$ cat src/include/zx_ports_config.svh
`ifndef ZX_PORTS_CONFIG_SVH
`define ZX_PORTS_CONFIG_SVH

// low address bytes of the decoded ports
`define ZXP_PORT_FE     8'hFE
`define ZXP_PORT_FD     8'hFD   // 7FFD paging and the AY pair
`define ZXP_PORT_F7     8'hF7   // EFF7
`define ZXP_PORT_KJOY   8'h1F
`define ZXP_PORT_SDCFG  8'h77
`define ZXP_PORT_SDDAT  8'h57

// fetches from this high byte enter TR-DOS
`define ZXP_DOS_PAGE    8'h3D

// clk cycles per sclk half period, 1 or more
`define ZXP_SPI_DIV     2

`endif

$ cat src/verilog/zx_ports_pkg.sv
`default_nettype none

package zx_ports_pkg;

	// one sample of the Z80 bus
	typedef struct packed {
		logic [15:0] a;
		logic [7:0]  din;
		logic        iorq_n;
		logic        mreq_n;
		logic        m1_n;
		logic        rd_n;
		logic        wr_n;
	} z80_bus_t;

	typedef enum logic [2:0] {
		PORT_NONE,
		PORT_FE,
		PORT_7FFD,
		PORT_AY,     // answered by the AY chip itself
		PORT_EFF7,
		PORT_KJOY,
		PORT_SDCFG,
		PORT_SDDAT
	} port_sel_e;

	// decoded access, wr/rd are single cycle pulses
	typedef struct packed {
		port_sel_e   sel;
		logic        wr;
		logic        rd;
		logic        hit;
		logic        external;
		logic [7:0]  data;
	} port_acc_t;

	typedef enum logic [1:0] {
		SPI_IDLE,
		SPI_SHIFT,
		SPI_DONE
	} spi_state_e;

endpackage

`default_nettype wire

$ cat src/verilog/zx_ports_decode.sv
`timescale 1ns/1ps
`default_nettype none

`include "zx_ports_config.svh"

module zx_ports_decode
	import zx_ports_pkg::*;
(
	input  wire       clk,
	input  wire       rst_n,
	input  z80_bus_t  bus,
	input  wire       dos,
	output port_acc_t acc
);

	logic      io_wr;
	logic      io_rd;
	logic      iowr_q;   // strobe state seen at the last edge
	logic      iord_q;
	logic      wr_q;
	logic      rd_q;
	port_sel_e sel;

	assign io_wr = !bus.iorq_n && !bus.wr_n;
	assign io_rd = !bus.iorq_n && !bus.rd_n;

	// one pulse per strobe, however long it is held
	always_ff @(posedge clk or negedge rst_n)
	begin
		if (!rst_n)
		begin
			iowr_q <= 1'b0;
			iord_q <= 1'b0;
			wr_q   <= 1'b0;
			rd_q   <= 1'b0;
		end
		else
		begin
			iowr_q <= io_wr;
			iord_q <= io_rd;
			wr_q   <= io_wr && !iowr_q;
			rd_q   <= io_rd && !iord_q;
		end
	end

	// port map on the low address byte
	always_comb
	begin
		case (bus.a[7:0])
			`ZXP_PORT_FE:    sel = PORT_FE;
			`ZXP_PORT_FD:    sel = bus.a[15] ? PORT_AY : PORT_7FFD;
			`ZXP_PORT_F7:    sel = bus.a[12] ? PORT_NONE : PORT_EFF7;
			`ZXP_PORT_KJOY:  sel = dos ? PORT_NONE : PORT_KJOY; // hidden under DOS
			`ZXP_PORT_SDCFG: sel = PORT_SDCFG;
			`ZXP_PORT_SDDAT: sel = PORT_SDDAT;
			default:         sel = PORT_NONE;
		endcase
	end

	always_comb
	begin
		acc.sel      = sel;
		acc.wr       = wr_q;
		acc.rd       = rd_q;
		acc.hit      = (sel != PORT_NONE);
		acc.external = (sel == PORT_AY);
		acc.data     = bus.din;
	end

	// a cycle is either IN or OUT, never both
	a_wr_rd_excl: assert property (@(posedge clk) disable iff (!rst_n)
		!(wr_q && rd_q))
		else $error("decode: wr and rd pulses overlap");

endmodule

`default_nettype wire

$ cat src/verilog/zx_ports_regs.sv
`timescale 1ns/1ps
`default_nettype none

`include "zx_ports_config.svh"

module zx_ports_regs
	import zx_ports_pkg::*;
(
	input  wire        clk,
	input  wire        rst_n,
	input  z80_bus_t   bus,
	input  port_acc_t  acc,
	input  wire  [4:0] keys_in,
	input  wire  [4:0] kj_in,
	output logic [7:0] dout,
	output logic       dataout,
	output logic [2:0] border,
	output logic       beep,
	output logic       dos,
	output logic [7:0] p7ffd,
	output logic [7:0] peff7,
	output logic       ay_bdir,
	output logic       ay_bc1,
	output logic       sd_cs_n,
	output logic       sd_req,
	output logic [7:0] sd_tx,
	input  wire        sd_ack,
	input  wire  [7:0] sd_rx
);

	logic [7:0] p7ffd_q;
	logic [7:0] peff7_q;
	logic [7:0] sd_rx_q;   // last byte from the card
	logic       lock_7ffd;
	logic       sd_busy;
	logic       sd_start;

	assign lock_7ffd = p7ffd_q[5] && peff7_q[2]; // 48k lock, only with 1M blocked

	always_ff @(posedge clk or negedge rst_n)
	begin
		if (!rst_n)
		begin
			border  <= 3'd0;
			beep    <= 1'b0;
			p7ffd_q <= 8'h00;
			peff7_q <= 8'h00;
			sd_cs_n <= 1'b1;
		end
		else if (acc.wr)
		begin
			case (acc.sel)
				PORT_FE:
				begin
					border <= acc.data[2:0];
					beep   <= acc.data[4];
				end
				PORT_7FFD:
					if (!lock_7ffd)
						p7ffd_q <= acc.data;
				PORT_EFF7:  peff7_q <= acc.data;
				PORT_SDCFG: sd_cs_n <= acc.data[1];
				default:    ;
			endcase
		end
	end

	// bits 7..5 are masked while EFF7 bit 2 blocks the upper megabyte
	assign p7ffd = {(peff7_q[2] ? 3'b000 : p7ffd_q[7:5]), p7ffd_q[4:0]};
	assign peff7 = peff7_q;

	// TR-DOS trap on opcode fetches
	always_ff @(posedge clk or negedge rst_n)
	begin
		if (!rst_n)
			dos <= 1'b0;
		else if (!bus.mreq_n && !bus.m1_n)
		begin
			if (bus.a[15:8] == `ZXP_DOS_PAGE && p7ffd_q[4])
				dos <= 1'b1;
			else if (bus.a[15:14] != 2'b00)
				dos <= 1'b0; // back in RAM
		end
	end

	// SD data port, requester side of the req/ack pair
	assign sd_busy  = sd_req || sd_ack;
	assign sd_start = (acc.wr || acc.rd) && (acc.sel == PORT_SDDAT) && !sd_busy;

	always_ff @(posedge clk or negedge rst_n)
	begin
		if (!rst_n)
		begin
			sd_req  <= 1'b0;
			sd_tx   <= 8'hFF;
			sd_rx_q <= 8'hFF;
		end
		else if (sd_start)
		begin
			sd_req <= 1'b1;
			sd_tx  <= acc.wr ? acc.data : 8'hFF; // a read clocks out FF
		end
		else if (sd_req && sd_ack)
		begin
			sd_req  <= 1'b0;
			sd_rx_q <= sd_rx;
		end
	end

	always_comb
	begin
		case (acc.sel)
			PORT_FE:    dout = {3'b101, keys_in};
			PORT_KJOY:  dout = {3'b000, kj_in};
			PORT_SDCFG: dout = {sd_busy, 7'd0};
			PORT_SDDAT: dout = sd_rx_q;
			default:    dout = 8'hFF;
		endcase
	end

	assign dataout = acc.hit && !acc.external && !bus.iorq_n && !bus.rd_n;

	// AY: FFFD selects the register, BFFD carries data
	assign ay_bdir = (acc.sel == PORT_AY) && !bus.iorq_n && !bus.wr_n;
	assign ay_bc1  = (acc.sel == PORT_AY) && bus.a[14] && !bus.iorq_n
		&& (!bus.rd_n || !bus.wr_n);

	// req is only withdrawn once the SPI side has acknowledged
	a_req_hold: assert property (@(posedge clk) disable iff (!rst_n)
		$fell(sd_req) |-> $past(sd_ack))
		else $error("regs: sd_req dropped before sd_ack");

endmodule

`default_nettype wire

$ cat src/verilog/zx_sd_spi.sv
`timescale 1ns/1ps
`default_nettype none

`include "zx_ports_config.svh"

module zx_sd_spi
	import zx_ports_pkg::*;
(
	input  wire        clk,
	input  wire        rst_n,
	input  wire        sd_req,
	input  wire  [7:0] sd_tx,
	output logic       sd_ack,
	output logic [7:0] sd_rx,
	output logic       sd_sclk,
	output logic       sd_mosi,
	input  wire        sd_miso
);

	localparam int DIV = `ZXP_SPI_DIV;
	localparam int DW  = (DIV > 1) ? $clog2(DIV) : 1;

	spi_state_e  state;
	logic [DW-1:0] div_cnt;
	logic [2:0]  bit_cnt;
	logic [7:0]  shreg;    // tx bits out the top, rx bits in at the bottom
	logic        miso_bit; // sampled on the rising sclk edge
	logic        half_end;

	assign half_end = (div_cnt == DW'(DIV - 1));

	always_ff @(posedge clk or negedge rst_n)
	begin
		if (!rst_n)
		begin
			state    <= SPI_IDLE;
			div_cnt  <= '0;
			bit_cnt  <= 3'd0;
			shreg    <= 8'hFF;
			miso_bit <= 1'b1;
			sd_sclk  <= 1'b0;
			sd_ack   <= 1'b0;
		end
		else
		begin
			case (state)
				SPI_IDLE:
					if (sd_req)
					begin
						shreg   <= sd_tx;
						div_cnt <= '0;
						bit_cnt <= 3'd0;
						sd_sclk <= 1'b0;
						state   <= SPI_SHIFT;
					end
				SPI_SHIFT:
					if (!half_end)
						div_cnt <= div_cnt + 1'b1;
					else
					begin
						div_cnt <= '0;
						sd_sclk <= !sd_sclk;
						if (!sd_sclk)
							miso_bit <= sd_miso; // rising edge
						else
						begin
							shreg   <= {shreg[6:0], miso_bit};
							bit_cnt <= bit_cnt + 3'd1;
							if (bit_cnt == 3'd7)
								state <= SPI_DONE;
						end
					end
				SPI_DONE:
					if (!sd_ack)
						sd_ack <= 1'b1;
					else if (!sd_req)
					begin
						sd_ack <= 1'b0;
						state  <= SPI_IDLE;
					end
				default: state <= SPI_IDLE;
			endcase
		end
	end

	assign sd_rx   = shreg;
	assign sd_mosi = (state == SPI_SHIFT) ? shreg[7] : 1'b1; // line idles high

	a_ack_on_req: assert property (@(posedge clk) disable iff (!rst_n)
		$rose(sd_ack) |-> sd_req)
		else $error("spi: sd_ack raised without sd_req");

endmodule

`default_nettype wire

$ cat src/verilog/zx_ports_top.sv
`timescale 1ns/1ps
`default_nettype none

module zx_ports_top
	import zx_ports_pkg::*;
(
	input  wire        clk,
	input  wire        rst_n,
	input  z80_bus_t   bus,
	input  wire  [4:0] keys_in,
	input  wire  [4:0] kj_in,
	input  wire        sd_miso,
	output wire  [7:0] dout,
	output wire        dataout,
	output wire  [2:0] border,
	output wire        beep,
	output wire        dos,
	output wire  [7:0] p7ffd,
	output wire  [7:0] peff7,
	output wire        ay_bdir,
	output wire        ay_bc1,
	output wire        sd_cs_n,
	output wire        sd_sclk,
	output wire        sd_mosi
);

	port_acc_t  acc;
	wire        sd_req;
	wire  [7:0] sd_tx;
	wire        sd_ack;
	wire  [7:0] sd_rx;

	zx_ports_decode i_decode (
		.clk   (clk),
		.rst_n (rst_n),
		.bus   (bus),
		.dos   (dos),     // hides the joystick port
		.acc   (acc)
	);

	zx_ports_regs i_regs (
		.clk     (clk),
		.rst_n   (rst_n),
		.bus     (bus),
		.acc     (acc),
		.keys_in (keys_in),
		.kj_in   (kj_in),
		.dout    (dout),
		.dataout (dataout),
		.border  (border),
		.beep    (beep),
		.dos     (dos),
		.p7ffd   (p7ffd),
		.peff7   (peff7),
		.ay_bdir (ay_bdir),
		.ay_bc1  (ay_bc1),
		.sd_cs_n (sd_cs_n),
		.sd_req  (sd_req),
		.sd_tx   (sd_tx),
		.sd_ack  (sd_ack),
		.sd_rx   (sd_rx)
	);

	zx_sd_spi i_spi (
		.clk     (clk),
		.rst_n   (rst_n),
		.sd_req  (sd_req),
		.sd_tx   (sd_tx),
		.sd_ack  (sd_ack),
		.sd_rx   (sd_rx),
		.sd_sclk (sd_sclk),
		.sd_mosi (sd_mosi),
		.sd_miso (sd_miso)
	);

endmodule

`default_nettype wire

$ cat config.mk
export PLATFORM = sky130hd
export DESIGN_NAME = zx_ports_top
export DESIGN_NICKNAME = d
export VERILOG_FILES = /design/src/verilog/zx_ports_pkg.sv /design/src/verilog/zx_ports_decode.sv /design/src/verilog/zx_ports_regs.sv /design/src/verilog/zx_sd_spi.sv /design/src/verilog/zx_ports_top.sv
export VERILOG_INCLUDE_DIRS = /design/src /design/src/include
export SDC_FILE = /design/constraint.sdc
export NUM_CORES = 1
export LEC_CHECK = 0
export BUFFER_PORTS_ARGS = -buffer_cell sky130_fd_sc_hd__buf_2
export CORE_MARGIN = 4
export CORE_UTILIZATION = 43
export DETAILED_ROUTE_END_ITERATION = 10
export GPL_TIMING_DRIVEN = 0
export PLACE_DENSITY_LB_ADDON = 0.15
export SLEW_MARGIN = 25
export SYNTH_ARGS = -nofsm -noshare
export SYNTH_HDL_FRONTEND = slang
export SYNTH_HIERARCHICAL = 1
export SYNTH_SLANG_ARGS = --single-unit
$ cat constraint.sdc
create_clock -name clk -period 4.42 [get_ports clk]
set_clock_uncertainty 0.15 [all_clocks]
set_input_delay 0 -clock clk [delete_from_list [all_inputs] [get_ports clk]]
set_output_delay 0 -clock clk [all_outputs]
set_load 0.02 [all_outputs]
==> metrics.cfg, run 1 <==
[yosys]
synth_fp_nets = 301
ys_seq_elements = 60
ys_seq_area_share_pct = 48.9
yosysWarningCount = 6
synthArstFlopShare_pct = 100
netlist_area_sq_um = 3140
synth_cells = 257
synth.avg_cell_area_sq_um = 12.2
ys_types = 57
ys.flop_type = dfrtp_1
synth-edff-count = 0

[floorplanning]
io_pins = 77
row_count = 30
die_area_sq_um = 8730
fp.coreArea_sq_um = 6940
die_w_microns = 93.4
die_y_microns = 93.4
start_util_pct = 45.2

[clock_tree]
cts-htree-levels = 3
postCtsSetupRepairBufs = 0
cts_tree = yes
root_buffer = clkbuf_8
clk_pin_slew_ns = 0.07
cts.sinks = 60
clockBufferDepth = 2
numCtsBuffers = 9
clock_latency_ns = 0.34
cts_resized = 0

[cells_and_area]
multi_input_area_sq_um = 1400
seqCellArea_sq_um = 1530
fillers = 619
nNetsFinal = 398
antenna_cells = 0
drive_above_1_share_pct = 56.0
area_delta_synth_final_pct = 27.8

[routing]
drt-met1-wl_microns = 3000
top_layer = met4
antenna_left = 0
vias = 2284
drcViolationCount = 0
wl_met3_microns = 357
drt-initial-drc-count = 64
drt_pass1_iterations = 6
wire_per_inst_microns = 15.0
met2_length_microns = 3380
routed_wl_microns = 6840
viasPerCell = 5.02

[critical_path]
r2r_slack_ns = 1.86
critPathMaxFanout = 6
crit_path_end_kind = primary output
worstPathRequired_ns = 4.27
critical_path_arrival_ns = 2.42
rr_worst_depth = 7
r2r_start = i_regs/dos$_DFFE_PN0P_
crit-reg2reg-capture = i_regs/border[0]$_DFFE_PN0P_
critPathKind = reg2out
cp-start-kind = register

[sta]
relSlewSlack_pct = 49.8
final.min_clock_period_ns = 2.57
rsz0062_at_grt = no
setup_violations = 0
hold_viol = 0
max_freq_ghz = 0.389
final.setup.worst_slack_ns = 1.85
final_max_slew_viol_count = 0
period_share_pct = 58.1
final.setup.tns_ns = 0
worstMarginPinSlew_ns = 0.752

[placement]
portBuffers = 68
place.gp.congestion = 0.736
dp_slack_ns = 1.83
hpwl_microns = 4810

[pwr]
ir_drop_mv = 0.196
p_total_mw = 1.25
powerDensity_nw_per_um2 = 312
leakage_nw = 1.94

[run_status]
outcome = complete, no violations

[global_routing]
grt-ovfl-total = 0
grt_pass1_wl_microns = 11600
antenna_found_initial = 0
grt_max_degree = 61
gr-usage-all-layers_pct = 17.1
grt_pass1_vias = 2351

[min_path]
hold_path_startpoint = bus[14]
hold-path-cell-count = 5
hold_end = i_regs/sd_cs_n$_DFFE_PN1P_
hold_path_class = in2reg

[job]
max_cap_violations = 0

==> cell usage after synthesis, types with 2 or more instances <==
| cell type | n | share of area [%] |
|---|---|---|
| and3b_1 | 3 | 0.84 |
| nand4b_1 | 2 | 0.56 |
| nor3b_1 | 2 | 0.48 |
| nand3_1 | 3 | 0.48 |
| buf_2 | 3 | 0.48 |
| nand2b_1 | 6 | 1.2 |
| dfrtp_1 | 34 | 27 |
| buf_4 | 16 | 3.8 |
| nor2b_1 | 10 | 2.0 |
| a22o_2 | 2 | 0.64 |
| nor2_1 | 10 | 1.2 |
| o21ai_0 | 4 | 0.64 |
| or2b_1 | 3 | 0.72 |
| a21boi_0 | 2 | 0.48 |
| nor4_1 | 2 | 0.40 |
| nor4b_1 | 2 | 0.56 |
| ha_1 | 2 | 0.80 |
| o211ai_2 | 2 | 0.80 |
| a21oi_1 | 8 | 1.3 |
| clkbuf_1 | 4 | 0.48 |
| a2bb2oi_1 | 5 | 1.4 |
| nor3_1 | 3 | 0.48 |
| mux2_2 | 56 | 20 |
| inv_1 | 5 | 0.60 |
| dfstp_2 | 26 | 22 |
| nand2_1 | 11 | 1.3 |
==> placed cells by master (no fill, tap or decap), types with 6 or more instances in the layout <==
master / n
a21oi_1: 8
buf_2: 70
mux2_2: 56
dfrtp_1: 34
dlygate4sd3_1: 18
dfstp_2: 26
buf_4: 17
nor2_1: 10
nand2_1: 11
nand2b_1: 6
clkbuf_8: 11
nor2b_1: 10
==> per-stage QoR <==
step | area, sq um | util, % | hold WS, ns | instances
floorplan | 3140 | - | -0.446 | 257
global placement | 3600 | 51.8 | 0.0522 | 421
detailed placement | 3600 | 51.9 | -0.0240 | 421
CTS | 4010 | 57.7 | 0.0984 | 455
global route | 4010 | 57.7 | 0.167 | 455
finish | 4010 | 57.7 | 0.105 | 455
==> worst max path at each step <==
stage                      startpoint                            to  slack, ns  depth (start not counted)
2_1_floorplan  i_regs/dos$_DFFE_PN0P_       i_regs/beep$_DFFE_PN0P_       2.04                          7
4_1_cts        i_regs/dos$_DFFE_PN0P_                       dout[3]       1.81                          8
6_report       i_regs/dos$_DFFE_PN0P_                       dout[3]       1.85                          8
3_3_place_gp   i_regs/dos$_DFFE_PN0P_  i_regs/border[1]$_DFFE_PN0P_       1.88                          7
3_5_place_dp   i_regs/dos$_DFFE_PN0P_  i_regs/border[0]$_DFFE_PN0P_       1.83                          7
5_1_grt        i_regs/dos$_DFFE_PN0P_                       dout[0]       1.52                          8
==> report_power, final <==
| part | switching [mW] | leakage, nW | internal [mW] | total (mW) |
|---|---|---|---|---|
| logic | 0.0596 | 1.09 | 0.0568 | 0.116 |
| registers | 0.00725 | 0.735 | 0.564 | 0.571 |
| clock network | 0.214 | 0.113 | 0.348 | 0.562 |
| total | 0.281 | 1.94 | 0.969 | 1.25 |
==> sequential cells by signal (all words and copies together) (netlist names) <==
signal / cells
i_spi/sd_sclk: 1
i_regs/sd_req: 1
i_spi/div_cnt: 1
i_spi/miso_bit: 1
i_spi/bit_cnt: 3
i_decode/iord_q: 1
i_regs/dos: 1
i_regs/sd_rx_q: 8
i_spi/sd_rx: 8
i_decode/wr_q: 1
i_regs/p7ffd_q: 8
i_regs/sd_tx: 8
i_regs/beep: 1
i_regs/sd_cs_n: 1
i_regs/peff7: 8
i_regs/border: 3
i_decode/rd_q: 1
i_decode/iowr_q: 1
i_spi/state: 2
i_spi/sd_ack: 1
==> worst max-delay path, stage by stage, from the launching register on <==
cell and delay [ns]:
dfrtp_1 0.42, nor3b_2 0.20, a21oi_1 0.08, o41ai_2 0.40, or3b_2 0.48, buf_2 0.18
nor2_1 0.11, a21oi_1 0.05, buf_2 0.17
==> timing repair <==
item                                    CTS  global route
hold buffers                             18             0
endpoints found under the setup margin    0             0
hold endpoints to repair                 69             0
==> final cells by class <==
| cell class | count | area share (%) |
|---|---|---|
| buffer | 26 | 4.53 |
| clock buffer | 12 | 3.87 |
| clock inverter | 4 | 1.81 |
| inverter | 5 | 0.468 |
| multi-input combinational | 166 | 35.0 |
| sequential | 60 | 38.3 |
| tap | 96 | 3.00 |
| timing repair buffer | 86 | 13.0 |
==> cells by family (layout without fill, tap and decap cells) <==
family | after synthesis | after routing | synth area share, %
simple gates | 72 | 72 | 15.1
flops | 60 | 60 | 48.9
mux | 57 | 57 | 20.4
compound gates | 35 | 35 | 8.45
buf+inv | 31 | 133 | 6.38
fa+ha+maj | 2 | 2 | 0.797
==> routing by layer <==
layer,global-route usage (%),vias up
met2,28.2,49
met1,21.3,1124
met4,6.96,0
li1,-,1103
met5,0,-
met3,4.42,8
Note: power is estimated with default switching activity, not from simulation.
==> run 2: changes to the inputs <==
ABC_AREA = 1   (was not set)
clock period = 2.6 ns   (was 4.42 ns; I/O delays follow)
==> run 2 against run 1 <==
  * Die area grew 7.1%
  * First-iteration DRC count up 150%
  * Register-to-register slack got worse by 1.2 ns
  * Synthesized area grew 7.7%
  * Core utilization shrank 2.2 points
  * Total power up 75%
  * Sequential share of layout area down 2.3 points
  * Sequential power is 77% higher
  * Largest cell class unchanged
  * Largest power group unchanged
==> metrics.cfg, run 2 <==
[run_status]
outcome = complete, no violations

[clock_tree]
cts.sinks = 60  ; unchanged
cts_resized = 0  ; unchanged
numCtsBuffers = 9  ; unchanged
root_buffer = clkbuf_8
clockBufferDepth = 2  ; unchanged
cts_tree = yes
clock_latency_ns = 0.34  ; about the same
clk_pin_slew_ns = 0.06  ; about the same
cts-htree-levels = 3  ; unchanged

[yosys]
synth_cells = 439  ; +71%
synth_fp_nets = 483  ; +60%
synth_top_area_share_pct = 25.2  ; -1.9 points
ys_seq_area_share_pct = 45.4  ; -3.5 points
ys.flop_type = dfrtp_1
synth_area_leaders = dfrtp_1 (25%), dfstp_2 (20%), nand2_1 (19%)
ys_seq_elements = 60  ; unchanged
synth.avg_cell_area_sq_um = 7.70  ; -37%
ys_types = 29  ; -49%
synthArstFlopShare_pct = 100  ; unchanged
netlist_area_sq_um = 3380  ; +7.7%
synth-edff-count = 0  ; unchanged
synthMostInstantiatedCell = nand2_1
yosysTopAreaCell = dfrtp_1
yosys-top-cells-count = nand2_1 (168), inv_1 (45), nand3_1 (42)
yosysWarningCount = 6  ; unchanged

[sta]
relSlewSlack_pct = 50.4  ; +0.60 points
rsz0062_at_grt = no
final.min_clock_period_ns = 2.03
period_share_pct = 78.0
setup_violations = 0  ; unchanged
final.setup.worst_slack_ns = 0.573  ; -1.28 ns
worstMarginPinSlew_ns = 0.744  ; -0.00893 ns
final.setup.tns_ns = 0  ; unchanged
hold_viol = 0  ; unchanged
final_max_slew_viol_count = 0  ; unchanged
max_freq_ghz = 0.493

[global_routing]
grt-ovfl-total = 0  ; unchanged
grt_max_degree = 61  ; unchanged
antenna_found_initial = 0  ; unchanged
gr-usage-all-layers_pct = 17.2  ; +0.070 points
grt_pass1_vias = 3018  ; +28%
grt_pass1_wl_microns = 13500  ; +17%

[cells_and_area]
final_common_cell = nand2_1
nNetsFinal = 581  ; +46%
drive_above_1_share_pct = 33.6  ; -22 points
fillers = 734  ; +19%
final_cell_mix = nand2_1 (168), buf_2 (69), inv_1 (45), nand3_1 (42), dfrtp_1 (34)
area_delta_synth_final_pct = 26.3
antenna_cells = 0  ; unchanged
finalInstanceArea_sq_um = 4270  ; +6.5%

[pwr]
p_clk_share_pct = 43.5  ; -1.5 points
switching_share_pct = 23.7  ; +1.2 points
ir_drop_mv = 0.304  ; +55%
p_sw_uw = 519  ; +84%
internal_power_mw = 1.67  ; +73%
pwr-share-comb_pct = 10.5  ; +1.2 points
powerDensity_nw_per_um2 = 513  ; +65%
p_seq_share_pct = 46.0  ; +0.3 points
leakage_nw = 2.28  ; +18%

[placement]
hpwl_microns = 5730  ; +19%
portBuffers = 68  ; unchanged
dp_slack_ns = 0.818  ; -1.02 ns
place.gp.congestion = 0.814  ; +11%
place_area_sq_um = 3850  ; +6.9%

[critical_path]
crit-reg2reg-capture = i_regs/dos$_DFFE_PN0P_
critPathMaxFanout = 10  ; +4
rr_worst_depth = 6  ; -1
critPathKind = reg2out
critical_path_arrival_ns = 1.88  ; -0.54 ns
r2r_slack_ns = 0.65  ; -1.21 ns
crit_path_end_kind = primary output
cp-start-kind = register
worstPathRequired_ns = 2.45  ; -1.82 ns
r2r_start = i_regs/p7ffd_q[4]$_DFFE_PN0P_

[routing]
drt-initial-drc-count = 157  ; +150%
drcViolationCount = 0  ; unchanged
drt_pass1_iterations = 4  ; -2
vias = 2955  ; +29%
viasPerCell = 4.59  ; -8.6%
antenna_left = 0  ; unchanged
wire_per_inst_microns = 11.9  ; -21%
routed_wl_microns = 7640  ; +12%

[floorplanning]
die_w_microns = 96.7  ; +3.5%
die_area_sq_um = 9350  ; +7.1%
io_pins = 77  ; unchanged
start_util_pct = 44.0  ; -1.2 points
die_y_microns = 96.7  ; +3.5%
fp.coreArea_sq_um = 7690  ; +11%
row_count = 32  ; +6.7%

[min_path]
hold_path_class = in2async

[job]
max_cap_violations = 0  ; unchanged

[run 2: cell count changes after synthesis, sizes merged, moves of 6 or more]
cell / change
mux2: -56
nor2: +28
nand2: +176
nand2b: -6
inv: +44
nor2b: -10
o21ai: +13
nand3: +42
[run 2: worst max path at each step]
stage	start	end	slack, ns	depth (start not counted)
detailed placement	i_regs/dos$_DFFE_PN0P_	i_regs/beep$_DFFE_PN0P_	0.82	10
floorplan	i_regs/dos$_DFFE_PN0P_	i_regs/p7ffd_q[5]$_DFFE_PN0P_	0.97	11
finish	i_regs/dos$_DFFE_PN0P_	dout[3]	0.57	11
global placement	i_regs/dos$_DFFE_PN0P_	i_regs/border[0]$_DFFE_PN0P_	0.82	10
global route	i_regs/dos$_DFFE_PN0P_	dout[2]	0.36	11
CTS	i_regs/dos$_DFFE_PN0P_	dout[3]	0.54	11
[run 2: cell families (layout without fill, tap and decap cells)]
family,after synthesis,count (layout),synth area share (%)
fa+ha+maj,2,2,0.740
compound gates,24,24,5.40
buf+inv,75,178,12.0
flops,60,60,45.4
simple gates,278,278,36.5
[run 2: metal layers]
| metal | vias up | GRT usage, % | share of wire (%) |
|---|---|---|---|
| li1 | 1534 | - | - |
| met1 | 1348 | 23.5 | 48 |
| met2 | 63 | 26.8 | 46 |
| met3 | 10 | 4.04 | 4.1 |
| met4 | 0 | 5.83 | 1.4 |
| met5 | - | 0 | 0 |
[run 2: final cells by class]
| class | instances | area, sq um | share of cell area, % |
|---|---|---|---|
| Sequential cell | 60 | 1530 | 35.9 |
| Clock inverter | 4 | 72.6 | 1.70 |
| Buffer | 25 | 210 | 4.92 |
| Clock buffer | 12 | 155 | 3.63 |
| Multi-Input combinational cell | 304 | 1440 | 33.7 |
| Timing Repair Buffer | 87 | 533 | 12.5 |
| Tap cell | 102 | 128 | 2.99 |
| Inverter | 50 | 196 | 4.60 |
[run 2: power groups by stage]
stage	Combinational [mW]	Sequential [mW]	Clock, mW
after floorplan	0.110	1.03	0
after global placement	0.208	1.02	0
after detailed placement	0.213	1.02	0
after CTS	0.234	1.01	0.977
after global routing	0.259	1.01	1.02
final	0.230	1.01	0.952
[run 2: worst max-delay path: stages (launching register included)]
cell	delay [ns]
dfrtp_1	0.39
inv_1	0.07
nand3_2	0.09
nand2_1	0.08
nor2_1	0.05
inv_1	0.09
nand2_1	0.11
nor2_4	0.20
buf_6	0.18
nand2_1	0.06
nand3_1	0.07
buf_2	0.16
[run 2: stage by stage]
step | hold WS, ns | utilization (%) | std cells | total power [mW]
2_1_floorplan | -0.446 | - | 439 | 1.14
3_3_place_gp | 0.0592 | 50.1 | 609 | 1.23
3_5_place_dp | -0.0256 | 50.1 | 609 | 1.24
4_1_cts | 0.152 | 55.5 | 644 | 2.22
5_1_grt | 0.201 | 55.5 | 644 | 2.29
6_report | 0.130 | 55.5 | 644 | 2.19
[run 2: what timing repair did]
| action | in CTS | in global routing |
|---|---|---|
| hold endpoints to repair | 69 | 0 |
| setup buffers | 0 | 0 |
| hold buffers | 19 | 0 |
==> run 3: changes to the inputs <==
clock period = 1.6 ns   (was 2.6 ns; I/O delays follow)
==> run 3 against run 2 <==
  * The run now ends with negative setup slack left
  * Combinational power rose by 77%
  * Sequential share of layout area decreased by 3.5 points
  * Critical path depth stayed put
  * Core utilization rose by 6.0 points
  * Flip-flop and latch count unchanged
  * Clock-buffer cell count is the same
  * Routed wire length grew 9.5%
  * Total power up 73%
==> metrics.cfg, run 3 (synthesized netlist as in run 2, its figures left out) <==
[run_status]
outcome = finished with violations
violations = negative setup slack

[routing]
drt-initial-drc-count = 87  ; -45%
drt_pass1_iterations = 4  ; unchanged
wire_per_inst_microns = 12.6  ; +5.9%
routed_wl_microns = 8370  ; +9.5%
viasPerCell = 4.70  ; +2.5%
antenna_left = 0  ; unchanged
vias = 3132  ; +6.0%
drcViolationCount = 0  ; unchanged

[clock_tree]
cts-htree-levels = 3  ; unchanged
clk_pin_slew_ns = 0.07  ; about the same
clockBufferDepth = 2  ; unchanged
root_buffer = clkbuf_8
cts.sinks = 60  ; unchanged
numCtsBuffers = 9  ; unchanged
clock_latency_ns = 0.34  ; about the same
cts_tree = yes

[pwr]
switching_share_pct = 23.5  ; -0.20 points
p_sw_uw = 888  ; +71%
leakage_nw = 2.48  ; +8.4%
pwr-share-comb_pct = 10.8  ; +0.3 points
powerDensity_nw_per_um2 = 799  ; +56%
internal_power_mw = 2.89  ; +73%
p_seq_share_pct = 43.4  ; -2.6 points
ir_drop_mv = 0.388  ; +28%
p_clk_share_pct = 45.9  ; +2.4 points

[cells_and_area]
multi_input_area_sq_um = 1620  ; +12%
drive_above_1_share_pct = 42.6  ; +9.0 points
antenna_cells = 0  ; unchanged
finalInstanceArea_sq_um = 4730  ; +11%
seqCellArea_sq_um = 1540  ; +0.16%
final_cell_mix = nand2_1 (151), buf_2 (57), inv_1 (43), buf_4 (36), nand3_1 (34)
final_common_cell = nand2_1
nNetsFinal = 603  ; +3.8%
fillers = 712  ; -3.0%
area_delta_synth_final_pct = 40.0

[sta]
period_share_pct = 116
worstMarginPinSlew_ns = 0.752  ; +0.00843 ns
rsz0062_at_grt = yes
max_freq_ghz = 0.539
relSlewSlack_pct = 49.9  ; -0.56 points
hold_viol = 0  ; unchanged
setup_violations = 31  ; +31
final_max_slew_viol_count = 0  ; unchanged
final.min_clock_period_ns = 1.85
final.setup.worst_slack_ns = -0.254  ; -0.826 ns

[global_routing]
gr-usage-all-layers_pct = 18.4  ; +1.2 points
grt_max_degree = 61  ; unchanged
grt_pass1_vias = 3112  ; +3.1%
grt-ovfl-total = 0  ; unchanged
grt_pass1_wl_microns = 14400  ; +6.2%
antenna_found_initial = 0  ; unchanged

[floorplanning]
die_w_microns = 96.7  ; unchanged
row_count = 32  ; unchanged
fp.coreArea_sq_um = 7690  ; unchanged
start_util_pct = 44.0  ; unchanged
io_pins = 77  ; unchanged
die_y_microns = 96.7  ; unchanged
die_area_sq_um = 9350  ; unchanged

[critical_path]
worstPathRequired_ns = 1.45  ; -1.00 ns
crit_family = simple AND/OR/NAND/NOR gates
crit_path_end_kind = primary output
cp-start-kind = register
critical_path_arrival_ns = 1.70  ; -0.18 ns
crit_slowest_cell = dfrtp_2
path_buf_inv = 4  ; unchanged
critPathKind = reg2out
critPathMaxFanout = 8  ; -2
cpPeakStageDelay_ns = 0.41  ; +0.02 ns
path_cells = inv_2 > nand3_2 > nand2_2 > nor2_4 > inv_2 > nand2_2 > nor2_4 > buf_8 > nand2_2 > nand3_2 > buf_6
path_common_cell = nand2_2

[placement]
portBuffers = 68  ; unchanged
hpwl_microns = 5590  ; -2.4%
dp_slack_ns = -0.183  ; -1.00 ns
place.gp.congestion = 0.832  ; +2.2%
place_area_sq_um = 3850  ; about the same

[min_path]
hold_path_class = in2async

[job]
max_cap_violations = 0  ; unchanged

## run 3: area by class of cell
| class | instances | area share (%) |
|---|---|---|
| multi-input combinational | 304 | 34.1 |
| sequential | 60 | 32.5 |
| timing repair buffer | 110 | 16.8 |
| buffer | 24 | 4.44 |
| inverter | 50 | 4.15 |
| clock buffer | 12 | 3.28 |
| tap | 102 | 2.70 |
| clock inverter | 4 | 2.01 |
## run 3: worst reg2reg max path: cells and delay by family (launching register included)
family | cells | cell delay, ns
and+or+nand+nor | 7 | 0.58
buffers and inverters | 5 | 0.52
DFF | 1 | 0.41
## run 3: timing repair
item	CTS	global route
hold endpoints to repair	69	0
buffers inserted	10	8
gates resized for setup	47	33
pin swaps	15	9
endpoints found under the setup margin	40	41
hold buffers	24	0
## run 3: routing by layer
metal  share of wire, %  GRT usage, %  up-vias  routed length (microns)
met5                  0             0        -                        0
met3                5.2          4.97       10                      434
met4                1.3          5.29        0                      110
met1                 45          23.6     1467                     3760
li1                   -             -     1582                        -
met2                 49          30.6       73                     4060
## run 3: final timing paths
kind                                      startpoint                      endpoint  slack, ns  cells after the start
max                           i_regs/dos$_DFFE_PN0P_                       dout[7]      -0.25                     11
min                                            rst_n  i_spi/bit_cnt[2]$_DFFE_PN0P_       0.13                      2
max reg2reg                   i_regs/dos$_DFFE_PN0P_   i_regs/sd_tx[5]$_DFFE_PN1P_      -0.12                     12
min reg2reg                i_decode/iowr_q$_DFF_PN0_       i_decode/wr_q$_DFF_PN0_       0.26                      1
max in group asynchronous                      rst_n    i_spi/state[1]$_DFFE_PN0P_       0.63                      2
min in group clk                            kj_in[1]                       dout[1]       0.15                      4
## run 3: metrics by stage
step                hold slack [ns]  setup TNS, ns  std cells  utilization [%]  total power [mW]
finish                        0.127          -3.65        666             61.6              3.78
global route                  0.167          -8.02        666             61.6              3.93
CTS                           0.145          -2.75        658             59.3              3.80
detailed placement          -0.0288          -2.83        609             50.1              2.01
global placement             0.0501          -2.75        609             50.1              2.00
floorplan                    -0.446              0        439                -              1.86
## run 3: power groups by stage
stage	clock, mW	sequential (mW)	combinational, mW
floorplan	0	1.68	0.178
global placement	0	1.66	0.338
detailed placement	0	1.66	0.344
CTS	1.76	1.64	0.399
global route	1.83	1.65	0.455
finish	1.73	1.64	0.407
